<file path="config.mk">
export PLATFORM = sky130hd
export DESIGN_NAME = copper_beam_cmp
export DESIGN_NICKNAME = d
export VERILOG_FILES = /design/src/rtl/copper_pkg.sv /design/src/rtl/copper_beam_cmp.sv
export VERILOG_INCLUDE_DIRS = /design/src /design/src/include
export SDC_FILE = /design/constraint.sdc
export NUM_CORES = 1
export LEC_CHECK = 0
export BUFFER_PORTS_ARGS = -buffer_cell sky130_fd_sc_hd__buf_2
export CORE_UTILIZATION = 50
export DETAILED_ROUTE_END_ITERATION = 10
export GPL_TIMING_DRIVEN = 0
export PLACE_DENSITY = 0.88
export SETUP_SLACK_MARGIN = 0.3
export SLEW_MARGIN = 20
export SYNTH_ARGS = -nofsm -noshare
export SYNTH_HDL_FRONTEND = slang
export SYNTH_SLANG_ARGS = --single-unit
export TNS_END_PERCENT = 100
</file>
<file path="constraint.sdc">
create_clock -name clk -period 1.95 [get_ports clk]
set_input_delay 0.2925 -clock clk [delete_from_list [all_inputs] [get_ports clk]]
set_output_delay 0.2925 -clock clk [all_outputs]
set_load 0.03 [all_outputs]
</file>
<file path="src/include/copper_settings.svh">
//**************************************************************************
// copper build settings
// address and beam widths plus the idle fill words for program memory
//**************************************************************************

`ifndef COPPER_SETTINGS_SVH
`define COPPER_SETTINGS_SVH

// instruction address width, host word addresses are one bit wider
`define COPP_AWIDTH 10

// width of the horizontal and vertical beam counters
`define COPP_BEAM_W 11

// idle program word pair
// WAIT (opcode 0) for v=7ff, h=7ff which no real frame reaches,
// so an unloaded copper sits until the next frame start
`define COPP_INIT_EVEN 16'h07FF
`define COPP_INIT_ODD  16'h07FF

`endif

</file>
<file path="src/rtl/copper_pkg.sv">
//**************************************************************************
// copper shared types
// widths, opcode and state encodings, and the bundles between blocks
//**************************************************************************

`default_nettype none

`include "copper_settings.svh"

package copper_pkg;

    // one half of an instruction as held in each memory
    typedef logic [15:0] word_t;

    // full instruction, even half on top
    typedef logic [31:0] instr_t;

    // instruction index into program memory
    typedef logic [`COPP_AWIDTH-1:0] copp_addr_t;

    // host side 16-bit word address, bit 0 picks the half
    typedef logic [`COPP_AWIDTH:0] host_addr_t;

    // one beam counter
    typedef logic [`COPP_BEAM_W-1:0] beam_coord_t;

    // video register number written by MOVE
    typedef logic [7:0] reg_num_t;

    // opcode in instruction bits 31..28
    // WAIT has to stay at zero to match the idle fill words
    typedef enum logic [3:0] {
        WAIT = 4'h0,
        SKIP = 4'h1,
        MOVE = 4'h2,
        JUMP = 4'h3
    } opcode_e;

    typedef enum logic [2:0] {
        IDLE      = 3'd0,
        FETCH     = 3'd1,
        DECODE    = 3'd2,
        EXEC_WAIT = 3'd3,
        EXEC_SKIP = 3'd4
    } ctrl_state_e;

    // v before h so that a packed compare orders by line first
    typedef struct packed {
        beam_coord_t v;
        beam_coord_t h;
    } beam_pos_t;

    // host write strobe into program memory
    typedef struct packed {
        logic       en;
        host_addr_t addr;
        word_t      data;
    } host_wr_t;

    // video register write strobe
    typedef struct packed {
        logic     valid;
        reg_num_t num;
        word_t    data;
    } reg_wr_t;

endpackage

`default_nettype wire

</file>
<file path="src/rtl/copper_beam_cmp.sv">
//**************************************************************************
// copper beam comparator
// registered at-or-past test against the current target, plus frame start
//**************************************************************************

`default_nettype none
`timescale 1ns/10ps

module copper_beam_cmp (
    input  wire logic                  clk,
    input  wire logic                  rst_n_i,
    input  wire copper_pkg::beam_pos_t beam_i,
    input  wire copper_pkg::beam_pos_t target_i,
    output logic                       reached_o,
    output logic                       frame_start_o
);

    logic                  at_or_past;
    logic                  beam_at_origin;
    copper_pkg::beam_pos_t prev_beam_q;

    // a later line counts regardless of h, the same line needs h at or past
    assign at_or_past = (beam_i.v > target_i.v) ||
                        ((beam_i.v == target_i.v) && (beam_i.h >= target_i.h));

    always_ff @(posedge clk) begin
        if (!rst_n_i) begin
            reached_o <= 1'b0;
        end else begin
            reached_o <= at_or_past;
        end
    end

    // previous position so the origin only pulses once per wrap
    always_ff @(posedge clk) begin
        if (!rst_n_i) begin
            prev_beam_q <= '0;
        end else begin
            prev_beam_q <= beam_i;
        end
    end

    assign beam_at_origin = (beam_i.v == '0) && (beam_i.h == '0);
    assign frame_start_o  = beam_at_origin && (prev_beam_q != beam_i);

endmodule

`default_nettype wire

</file>
==> impl_results.md <==
* Outcome: complete, but fails checks
* Failing checks: setup timing
* Mean cell area of the mapped netlist at 8.98 um2
* Via count of the routed design at 1318
* Fraction of post-synthesis cell area in the top cell type by area at 0.318
* Final instance area at 1890 um2
* Area of the die at 3110 um2
* Total of flip-flops plus latches after synthesis at 23
* Chip width at 55.8 um
* Largest net degree at the start of global routing at 13
* Vertical die dimension at 55.8 um
* Number of setup violations in the final report at 1
* Maximum capacitance violations at 0
* Largest cells by area after synthesis: sky130_fd_sc_hd__dfxtp_1, sky130_fd_sc_hd__ha_1, sky130_fd_sc_hd__xnor2_1, sky130_fd_sc_hd__and2_1, sky130_fd_sc_hd__inv_1
* Antenna Violating Nets Remaining at 0
* Post-detailed-placement cell area at 1740 um2
* Effective utilization at floorplan at 0.525
* Kind of path behind the tightest hold check: in2reg
* Initial antenna violation count at 0
* Startpoint-to-endpoint class of the critical path: in2out
* Unrepaired setup endpoints after global routing: true
* CTS H-tree depth at 1
* Critical path cell sequence: buf_8, or4_4, or4_4, a41oi_4, buf_6
* Average routed wire per standard cell at 13.8 um
* Switching power share of the total at 0.291
* Post-layout min period at 2.04 ns
* Total global-route track usage at 0.247
* Data arrival time of the critical path at 1.75 ns
* Worst Tran Pin Value at 0.440 ns
* Final Hold Violating Endpoints at 0
* Pins Over Slew Limit at 0
* Kind of start point of the critical path: input port
* Diodes inserted at 0
* Setup slack of the critical path after layout at -0.0942 ns
* Logic depth of the worst setup path including buffers at 5
* Overall power of the completed layout at 1.01 mW
* Clock sinks at 23
* Number of buffers and inverters on the critical path at 2
* Net count after synthesis at 229
* Part of the power in the clock network at 0.223
* Combinational power share at 0.274
* Synthesized cell area at 1450 um2
* Area growth from synthesis to layout at 30.7%
* Cell type with the largest total area after synthesis: sky130_fd_sc_hd__dfxtp_1
* Delay of the slowest critical-path stage at 0.51 ns
* Last weighted congestion value of the routability-driven placer at 0.850
* CP max-delay cell: sky130_fd_sc_hd__or4_4
* Post-route DRC at 0
* Peak ir drop on the vdd network at 0.591 mV
* Global-route wire length before repair at 5930 um
* Detailed Route WL at 3360 um
* Clock input transition at the sequential cells of the worst setup and hold paths at 0.12 ns
* Clock Path Buffers at 2
* Synthesized instance count at 161
* Worst Setup SP: beam_i[0]
* Total half-perimeter wirelength after legalization and detailed placement at 2630 um
* Critical path's top delay family: simple AND/OR/NAND/NOR gates
* Tcrit/Tclk final at 1.05
* Yosys warning count at 0
* Net count reported at finish at 282
* Max-Slew Margin vs Limit at 0.704
* Ports at 48
* CTS tree: yes
* Number of buffers created by CTS at 3
* Port buffer count at 47
* Largest driver fanout on the critical path at 2
* Leakage power summed over all cells at 0.899 nW
* Req. time, crit path at 1.66 ns
* Internal power component at 714 uW
* Fraction of final layout cells sized beyond drive strength 1 at 0.282
* Vias per std cell at 5.40
* Switch Pwr at 293 uW
* Overall overflow remaining after global route at 0
* Endpoint type of the worst setup path: output port
* Part of the Yosys area used for sequential elements at 0.318
* Peak clock frequency supported by timing at 489 MHz
* Total number of placement rows at 19
* Root Buffer: sky130_fd_sc_hd__clkbuf_4
* Post-synthesis cell type count at 25
* Portion of total power attributed to sequential cells at 0.504
* Floorplan Core Area at 2760 um2
* PwrDens at 532 nW/um2
* Via count of the first global-routing pass at 1418
* Most common cell on crit path: sky130_fd_sc_hd__or4_4
* DRC violation total after the first TritonRoute iteration at 17
* TritonRoute pass-1 iters at 4
* Worst setup path endpoint: frame_start_o
* Util after Layout at 0.686
==> layout by cell type (no fill, tap or decap), drive strengths merged, types with 2 or more instances in the layout <==
| master | instances |
|---|---|
| nand3 | 3 |
| and2 | 22 |
| nor3 | 3 |
| nor4 | 6 |
| a21o | 2 |
| xor2 | 4 |
| or4 | 2 |
| clkbuf | 6 |
| nand4 | 11 |
| a21oi | 5 |
| xnor2 | 18 |
| a211oi | 2 |
| ha | 22 |
| nor2 | 3 |
| o21ai | 4 |
| dfxtp | 23 |
| inv | 22 |
| buf | 48 |
==> registers in the layout (all words and copies together) (netlist names) <==
register	count
reached_o	1
prev_beam_q	22
==> synth_stat cells <==
library cell                number
sky130_fd_sc_hd__and2_1         21
sky130_fd_sc_hd__a31oi_1         1
sky130_fd_sc_hd__nor2_1          3
sky130_fd_sc_hd__dfxtp_1        23
sky130_fd_sc_hd__nand4_1        11
sky130_fd_sc_hd__nand2_1         1
sky130_fd_sc_hd__a211oi_1        2
sky130_fd_sc_hd__and3_1          1
sky130_fd_sc_hd__o21ai_0         4
sky130_fd_sc_hd__a21o_1          2
sky130_fd_sc_hd__xor2_1          4
sky130_fd_sc_hd__inv_1          22
sky130_fd_sc_hd__or4_1           2
sky130_fd_sc_hd__ha_1           22
sky130_fd_sc_hd__o2111ai_1       1
sky130_fd_sc_hd__xnor2_1        18
sky130_fd_sc_hd__clkbuf_1        2
sky130_fd_sc_hd__a21oi_1         5
sky130_fd_sc_hd__o211a_1         1
sky130_fd_sc_hd__nor4_1          6
sky130_fd_sc_hd__a41oi_1         1
sky130_fd_sc_hd__nand3b_1        1
sky130_fd_sc_hd__nor3_1          3
sky130_fd_sc_hd__nand3_1         3
sky130_fd_sc_hd__and2_2          1
==> cells by family (layout without fill, tap and decap cells) <==
family	Yosys count	in the layout	synth area share
xor+xnor	22	22	0.133
buf+inv	24	76	0.0623
flops	23	23	0.318
fa+ha+maj	22	22	0.190
compound gates	17	17	0.0753
simple gates	53	53	0.221
==> worst min-delay path by stage <==
stage | to | slack [ns] | startpoint | cells past startpoint
final | prev_beam_q[20]$_SDFF_PN0_ | 0.19 | beam_i[20] | 2
after global routing | prev_beam_q[20]$_SDFF_PN0_ | 0.18 | beam_i[20] | 2
after CTS | prev_beam_q[20]$_SDFF_PN0_ | 0.19 | beam_i[20] | 2
after detailed placement | prev_beam_q[9]$_SDFF_PN0_ | 0.56 | beam_i[9] | 2
after global placement | prev_beam_q[9]$_SDFF_PN0_ | 0.55 | beam_i[9] | 2
after floorplan | prev_beam_q[0]$_SDFF_PN0_ | 0.41 | beam_i[0] | 1
==> timing repair <==
item	CTS	global route
cloned	0	0
pin swaps	7	3
gates resized for setup	24	3
hold buffers	0	0
setup buffers	1	0
endpoints found under the setup margin	1	1
==> cell type report <==
type / instances / area [um2]
plain buffers: 2 / 7.51
flip-flops and latches: 23 / 460
clock buffers: 4 / 26.3
well taps: 31 / 38.8
multi-input cells: 114 / 980
inverters: 22 / 82.6
repair buffers: 48 / 295
fillers: 221 / 867
==> through the flow <==
step                hold WS, ns  std cells  TNS [ns]  worst slack [ns]
finish                    0.189        244   -0.0942           -0.0942
global route              0.180        244    -0.123            -0.123
CTS                       0.190        244   -0.0349           -0.0349
detailed placement        0.561        239    -0.187            -0.187
global placement          0.555        239    -0.189            -0.189
floorplan                 0.414        161         0            0.0574
==> layer usage <==
layer  global-route usage  share of wire  vias up
met2                0.441           0.50       27
met3               0.0558          0.032       10
met5                    0              0        -
met4                0.114          0.033        0
li1                     -              -      658
met1                0.278           0.43      623
==> power groups by stage <==
stage / Combinational (mW) / Clock, mW / Sequential [mW]
floorplan: 0.144 / 0 / 0.519
global placement: 0.240 / 0 / 0.516
detailed placement: 0.250 / 0 / 0.518
CTS: 0.273 / 0.224 / 0.507
global route: 0.310 / 0.254 / 0.509
finish: 0.276 / 0.224 / 0.507
(Power assumes the default switching activity.)
