### src/include/copper_settings.svh
//**************************************************************************
// copper build settings
// address and beam widths plus the idle fill words for program memory
//**************************************************************************

`ifndef COPPER_SETTINGS_SVH
`define COPPER_SETTINGS_SVH

// instruction address width, host word addresses are one bit wider
`define COPP_AWIDTH 10

// width of the horizontal and vertical beam counters
`define COPP_BEAM_W 11

// idle program word pair
// WAIT (opcode 0) for v=7ff, h=7ff which no real frame reaches,
// so an unloaded copper sits until the next frame start
`define COPP_INIT_EVEN 16'h07FF
`define COPP_INIT_ODD  16'h07FF

`endif

### src/rtl/copper_pkg.sv
//**************************************************************************
// copper shared types
// widths, opcode and state encodings, and the bundles between blocks
//**************************************************************************

`default_nettype none

`include "copper_settings.svh"

package copper_pkg;

    // one half of an instruction as held in each memory
    typedef logic [15:0] word_t;

    // full instruction, even half on top
    typedef logic [31:0] instr_t;

    // instruction index into program memory
    typedef logic [`COPP_AWIDTH-1:0] copp_addr_t;

    // host side 16-bit word address, bit 0 picks the half
    typedef logic [`COPP_AWIDTH:0] host_addr_t;

    // one beam counter
    typedef logic [`COPP_BEAM_W-1:0] beam_coord_t;

    // video register number written by MOVE
    typedef logic [7:0] reg_num_t;

    // opcode in instruction bits 31..28
    // WAIT has to stay at zero to match the idle fill words
    typedef enum logic [3:0] {
        WAIT = 4'h0,
        SKIP = 4'h1,
        MOVE = 4'h2,
        JUMP = 4'h3
    } opcode_e;

    typedef enum logic [2:0] {
        IDLE      = 3'd0,
        FETCH     = 3'd1,
        DECODE    = 3'd2,
        EXEC_WAIT = 3'd3,
        EXEC_SKIP = 3'd4
    } ctrl_state_e;

    // v before h so that a packed compare orders by line first
    typedef struct packed {
        beam_coord_t v;
        beam_coord_t h;
    } beam_pos_t;

    // host write strobe into program memory
    typedef struct packed {
        logic       en;
        host_addr_t addr;
        word_t      data;
    } host_wr_t;

    // video register write strobe
    typedef struct packed {
        logic     valid;
        reg_num_t num;
        word_t    data;
    } reg_wr_t;

endpackage

`default_nettype wire

### src/rtl/copper_ctrl.sv
//**************************************************************************
// copper control
// program counter and instruction FSM running WAIT, SKIP, MOVE and JUMP,
// restarted at address 0 by every frame start while enabled
//**************************************************************************

`default_nettype none
`timescale 1ns/10ps

`include "copper_settings.svh"

module copper_ctrl (
    input  wire logic                   clk,
    input  wire logic                   rst_n_i,
    input  wire logic                   enable_i,
    input  wire logic                   frame_start_i,
    input  wire logic                   reached_i,
    input  wire copper_pkg::instr_t     instr_i,
    output copper_pkg::copp_addr_t      fetch_addr_o,
    output copper_pkg::beam_pos_t       target_o,
    output copper_pkg::reg_wr_t         reg_wr_o
);

    copper_pkg::ctrl_state_e state_q;
    copper_pkg::copp_addr_t  pc_q;
    copper_pkg::copp_addr_t  pc_plus1;
    copper_pkg::copp_addr_t  pc_plus2;

    // decoded instruction fields
    copper_pkg::opcode_e     op;
    copper_pkg::beam_pos_t   instr_target;
    copper_pkg::reg_num_t    move_num;
    copper_pkg::word_t       move_data;
    copper_pkg::copp_addr_t  jump_addr;
    logic                    is_compare;

    // held target and register write payload
    copper_pkg::beam_pos_t   target_q;
    logic                    wr_valid_q;
    copper_pkg::reg_num_t    wr_num_q;
    copper_pkg::word_t       wr_data_q;

    assign op              = copper_pkg::opcode_e'(instr_i[31:28]);
    assign instr_target.v  = instr_i[16 +: `COPP_BEAM_W];
    assign instr_target.h  = instr_i[0 +: `COPP_BEAM_W];
    assign move_num        = instr_i[23:16];
    assign move_data       = instr_i[15:0];
    assign jump_addr       = instr_i[`COPP_AWIDTH-1:0];
    assign is_compare      = (op == copper_pkg::WAIT) || (op == copper_pkg::SKIP);

    assign pc_plus1 = pc_q + copper_pkg::copp_addr_t'(1);
    assign pc_plus2 = pc_q + copper_pkg::copp_addr_t'(2);

    // memory read is registered, so the instruction shows up in DECODE
    assign fetch_addr_o = pc_q;

    // the comparator sees the new target already during DECODE,
    // so reached is valid from the first execute cycle on
    assign target_o = (state_q == copper_pkg::DECODE && is_compare) ? instr_target : target_q;

    always_ff @(posedge clk) begin
        if (!rst_n_i) begin
            state_q    <= copper_pkg::IDLE;
            pc_q       <= '0;
            wr_valid_q <= 1'b0;
        end else begin
            // write strobe lasts one cycle
            wr_valid_q <= 1'b0;

            if (!enable_i) begin
                state_q <= copper_pkg::IDLE;
                pc_q    <= '0;
            end else if (frame_start_i) begin
                // restart the program from any state
                state_q <= copper_pkg::FETCH;
                pc_q    <= '0;
            end else begin
                case (state_q)
                    copper_pkg::IDLE: begin
                        // hold until the next frame start
                        state_q <= copper_pkg::IDLE;
                    end
                    copper_pkg::FETCH: begin
                        state_q <= copper_pkg::DECODE;
                    end
                    copper_pkg::DECODE: begin
                        state_q <= copper_pkg::FETCH;
                        case (op)
                            copper_pkg::WAIT: begin
                                pc_q    <= pc_plus1;
                                state_q <= copper_pkg::EXEC_WAIT;
                            end
                            copper_pkg::SKIP: begin
                                state_q <= copper_pkg::EXEC_SKIP;
                            end
                            copper_pkg::MOVE: begin
                                pc_q       <= pc_plus1;
                                wr_valid_q <= 1'b1;
                            end
                            copper_pkg::JUMP: begin
                                pc_q <= jump_addr;
                            end
                            default: begin
                                // unknown opcodes act as a no-op
                                pc_q <= pc_plus1;
                            end
                        endcase
                    end
                    copper_pkg::EXEC_WAIT: begin
                        if (reached_i) begin
                            state_q <= copper_pkg::FETCH;
                        end
                    end
                    copper_pkg::EXEC_SKIP: begin
                        // target already passed means drop the next instruction
                        pc_q    <= reached_i ? pc_plus2 : pc_plus1;
                        state_q <= copper_pkg::FETCH;
                    end
                    default: begin
                        state_q <= copper_pkg::IDLE;
                    end
                endcase
            end
        end
    end

    // payload registers, only loaded while decoding
    always_ff @(posedge clk) begin
        if (state_q == copper_pkg::DECODE) begin
            if (is_compare) begin
                target_q <= instr_target;
            end
            if (op == copper_pkg::MOVE) begin
                wr_num_q  <= move_num;
                wr_data_q <= move_data;
            end
        end
    end

    assign reg_wr_o = '{valid: wr_valid_q, num: wr_num_q, data: wr_data_q};

endmodule

`default_nettype wire

### config.mk
export PLATFORM = sky130hd
export DESIGN_NAME = copper_ctrl
export DESIGN_NICKNAME = d
export VERILOG_FILES = /design/src/rtl/copper_pkg.sv /design/src/rtl/copper_ctrl.sv
export VERILOG_INCLUDE_DIRS = /design/src /design/src/include
export SDC_FILE = /design/constraint.sdc
export NUM_CORES = 1
export LEC_CHECK = 0
export ABC_AREA = 1
export BUFFER_PORTS_ARGS = -buffer_cell sky130_fd_sc_hd__buf_2
export CORE_MARGIN = 2
export CORE_UTILIZATION = 51
export DETAILED_ROUTE_END_ITERATION = 16
export GPL_ROUTABILITY_DRIVEN = 1
export HOLD_SLACK_MARGIN = 0.12
export PLACE_DENSITY = 0.9
export SYNTH_ARGS = -nofsm -noshare
export SYNTH_HDL_FRONTEND = slang
export SYNTH_SLANG_ARGS = --single-unit
### constraint.sdc
create_clock -name clk -period 2.1 [get_ports clk]
set_clock_uncertainty 0.2 [all_clocks]
set_input_delay 0.105 -clock clk [delete_from_list [all_inputs] [get_ports clk]]
set_output_delay 0.105 -clock clk [all_outputs]
set_load 0.02 [all_outputs]
==> impl_table.tex <==
\begin{tabular}{lr}
\hline
Metric & Value \\
\hline
\multicolumn{2}{l}{\textbf{Run status}} \\
\quad Status & complete, no violations \\
\multicolumn{2}{l}{\textbf{Logic synthesis}} \\
\quad Syn Inst Count & 330 \\
\quad Commonest cells in the synthesized netlist & sky130\_fd\_sc\_hd\_\_nand2\_1 (115), sky130\_fd\_sc\_hd\_\_edfxtp\_1 (46), sky130\_fd\_sc\_hd\_\_inv\_1 (32) \\
\quad Combined area of all synthesized cells & 2910 sq um \\
\quad Area share of the largest cell type after synthesis & 0.475 \\
\quad Area contributors post-synth & sky130\_fd\_sc\_hd\_\_edfxtp\_1 (48\%), sky130\_fd\_sc\_hd\_\_nand2\_1 (15\%), sky130\_fd\_sc\_hd\_\_dfxtp\_1 (9.6\%) \\
\quad Most frequently used cell type in the post-synthesis netlist & sky130\_fd\_sc\_hd\_\_nand2\_1 \\
\quad Most frequently used flop master after synthesis & sky130\_fd\_sc\_hd\_\_edfxtp\_1 \\
\quad Post-synthesis average cell area & 8.80 sq um \\
\quad Sequential area share after synthesis & 0.572 \\
\quad Async set-or-reset flop fraction in the synthesized netlist & 0 \\
\quad Cell variety after synth & 29 \\
\quad Post-synthesis sequential element count & 60 \\
\quad Post-synthesis cell type with the largest combined area & sky130\_fd\_sc\_hd\_\_edfxtp\_1 \\
\quad Count of flip-flops with a built-in enable after synthesis & 46 \\
\quad Synthesized Nets & 369 \\
\quad Warning count from the yosys run & 0 \\
\multicolumn{2}{l}{\textbf{Setup path}} \\
\quad Top fanout value on the critical path & 27 \\
\quad Data required time of the worst path & 1.79 ns \\
\quad Cell family with the largest share of critical-path delay & buffers and inverters \\
\quad List of cells traversed by the critical path & inv\_2 > nand2\_2 > nor2\_4 > nand3\_4 > buf\_12 > o21ai\_0 > buf\_2 \\
\quad Number of cell instances on the worst register-to-register path & 8 \\
\quad Number of stages on the worst setup path & 7 \\
\quad Crit. End Element & output pin \\
\quad Launch point of the worst path & state\_q[2] \\
\quad Setup slack of the worst register-to-register path & 0.10 ns \\
\quad Terminus of the critical flop-to-flop path & state\_q[1] \\
\quad Timing endpoint of the critical path & target\_o[0] \\
\quad Worst R2R Start & state\_q[2] \\
\quad Type of the setup path with the least slack & reg -> out \\
\quad Arr. time, crit path & 1.79 ns \\
\quad Highest-delay cell along the critical path & sky130\_fd\_sc\_hd\_\_dfxtp\_1 \\
\quad Delay of the slowest cell on the worst path & 0.34 ns \\
\quad Critical path buffer and inverter count & 3 \\
\quad Startpoint kind of the worst setup timing path & register \\
\multicolumn{2}{l}{\textbf{Timing}} \\
\quad Final number of setup-violating endpoints & 0 \\
\quad Slack of the critical path & 0.00586 ns \\
\quad Maximum clock frequency & 0.478 GHz \\
\quad Remaining max-slew budget at the tightest pin & 0.744 \\
\quad Post-route fraction of the period consumed by the critical path & 0.997 \\
\quad Worst-Margin Slew & 0.383 ns \\
\quad Min Tclk post-route & 2.09 ns \\
\quad Number of hold-slack violations in the final timing report & 0 \\
\quad Final Slew Violations & 0 \\
\multicolumn{2}{l}{\textbf{Placement}} \\
\quad Worst slack at placement & 0.324 ns \\
\quad Detail Placement HPWL & 5.11 mm \\
\quad RD Place Congestion & 0.927 \\
\quad Port Buffers & 92 \\
\multicolumn{2}{l}{\textbf{Global route}} \\
\quad Antenna violations before repair & 0 \\
\quad Total routing resource utilization after global routing & 0.258 \\
\quad Wire length of the first global-routing pass & 12.4 mm \\
\quad Maximum number of pins on one net before global-route repair & 35 \\
\quad Vias in the first global route & 2,725 \\
\quad Overall overflow remaining after global route & 0 \\
\multicolumn{2}{l}{\textbf{Route}} \\
\quad Initial DRC Count & 252 \\
\quad DRC violation count after routing & 0 \\
\quad Avg Vias per Cell & 5.48 \\
\quad Sum of routed wire length over all layers & 8.52 mm \\
\quad Via count & 3,026 \\
\quad Routed length per instance & 15.4 um \\
\quad Antenna violation net count after detailed routing & 0 \\
\quad 1st-pass router iterations & 5 \\
\multicolumn{2}{l}{\textbf{Min path}} \\
\quad Hold Crit Class & in -> reg \\
\multicolumn{2}{l}{\textbf{Power}} \\
\quad Power density normalized to cell area & 633 nW/um\^{}2 \\
\quad Power spent charging and discharging nets & 515 uW \\
\quad Proportion of power drawn by combinational gates & 0.059 \\
\quad Internal power of the cells & 2140 uW \\
\quad Seq pwr share & 0.482 \\
\quad Portion of total power attributed to the clock network & 0.459 \\
\quad P\_leak & 0.00190 uW \\
\quad Total chip power & 2650 uW \\
\quad Peak supply drop & 346 uV \\
\quad Fraction of power spent switching nets & 0.194 \\
\multicolumn{2}{l}{\textbf{Finish}} \\
\quad Number of filler instances in the final layout & 353 \\
\quad Multi-input combinational cell area & 1070 sq um \\
\quad Number of diodes added for antenna fixing & 0 \\
\quad Final core area utilization & 0.761 \\
\quad Seq. cell area & 1660 sq um \\
\quad Area added between synthesis and finish & 44.2\% \\
\quad Net count of the finished layout & 515 \\
\quad Share of post-route cells with drive strength above 1 & 0.288 \\
\multicolumn{2}{l}{\textbf{Clocking}} \\
\quad Number of buffers inserted during clock tree synthesis & 9 \\
\quad Number of clock sinks & 60 \\
\quad Clock transition at the register clock pins on the worst setup and hold paths after CTS & 0.07 ns \\
\quad Clock tree from TritonCTS & built \\
\quad CTS Root Cell & sky130\_fd\_sc\_hd\_\_clkbuf\_8 \\
\quad Htree depth & 3 \\
\quad Maximum count of clock buffers along a single path & 2 \\
\quad Insertion delay to the later sink of the worst-skew pair & 0.33 ns \\
\multicolumn{2}{l}{\textbf{Floorplan}} \\
\quad Core region area & 5510 sq um \\
\quad Row count & 27 \\
\quad Horizontal die dimension & 79.5 um \\
\quad I/O pin cnt & 94 \\
\quad Starting utilization of the core area & 0.528 \\
\quad DIE HEIGHT & 79.5 um \\
\quad Die area & 6320 sq um \\
\multicolumn{2}{l}{\textbf{Run}} \\
\quad Max-cap violation count & 0 \\
\hline
\end{tabular}
## power by group through the flow
stage                     clock, uW  combinational [uW]  sequential (uW)
final                          1220                 156             1280
after global routing           1280                 168             1280
after floorplan                   0                34.7             1310
after CTS                      1230                 149             1280
after detailed placement          0                95.6             1300
after global placement            0                92.1             1300
## flip-flops by register name (all words and copies together), names as in the netlist
register / cells
fetch_addr_o: 10
state_q: 3
target_q: 22
wr_data_q: 16
wr_num_q: 8
wr_valid_q: 1
## what timing repair did
action / 4_1_cts / 5_1_grt
endpoints found under the hold margin: 66 / 0
gates resized for setup: 1 / 12
endpoints found under the setup margin: 6 / 23
hold buffers: 39 / 0
cloned: 0 / 2
setup buffers: 0 / 5
pin swaps: 0 / 2
## cell families (layout without fill, tap and decap cells)
logic type	count (synthesis)	count (layout)	share of synthesized area
flops	60	60	0.572
compound gates	41	41	0.0792
xor+xnor	2	2	0.00603
fa+ha+maj	2	2	0.00861
simple gates	180	180	0.268
buf+inv	45	195	0.0663
## routing by layer
metal / track usage / part of all wire / vias to the layer above
met5: 0 / 0 / -
met4: 0.114 / 0.039 / 0
met3: 0.0667 / 0.11 / 47
met2: 0.448 / 0.48 / 217
met1: 0.300 / 0.37 / 1387
li1: - / - / 1375
## final cells by class
cell class,count,area share
Timing Repair inverter,1,0.00149
Tap cell,72,0.0215
Sequential cell,60,0.397
Inverter,36,0.0340
Timing Repair Buffer,143,0.237
Multi-Input combinational cell,225,0.254
Clock buffer,10,0.0305
Clock inverter,5,0.0242
## worst min path at each step
stage / endpoint / start / slack, ns / cells past startpoint
4_1_cts: wr_data_q[12] / instr_i[12] / 0.28 / 2
3_5_place_dp: wr_data_q[11] / instr_i[11] / 0.09 / 1
2_1_floorplan: target_q[0] / instr_i[0] / 0.004 / 0
6_report: wr_data_q[12] / instr_i[12] / 0.30 / 2
3_3_place_gp: wr_data_q[15] / instr_i[15] / 0.09 / 1
5_1_grt: wr_data_q[12] / instr_i[12] / 0.29 / 2
## stage by stage
step	hold WS [ns]	instances	setup TNS [ns]	cell area [sq um]
floorplan	0.00387	330	0	2910
global placement	0.0902	491	0	3460
detailed placement	0.0899	491	0	3460
CTS	0.282	545	0	4080
global route	0.289	552	-0.715	4190
finish	0.301	552	0	4190
## cell usage in the layout (no fill, tap or decap), types with 9 or more instances in the layout
master,count
sky130_fd_sc_hd__dfxtp_1,13
sky130_fd_sc_hd__buf_2,89
sky130_fd_sc_hd__nand3_1,25
sky130_fd_sc_hd__inv_1,32
sky130_fd_sc_hd__a21oi_1,13
sky130_fd_sc_hd__nand2_1,114
sky130_fd_sc_hd__edfxtp_1,46
sky130_fd_sc_hd__clkbuf_8,9
sky130_fd_sc_hd__nor2_1,27
sky130_fd_sc_hd__dlygate4sd3_1,38
sky130_fd_sc_hd__buf_4,12
sky130_fd_sc_hd__o21ai_0,17
Power figures use the tool's default switching activity.
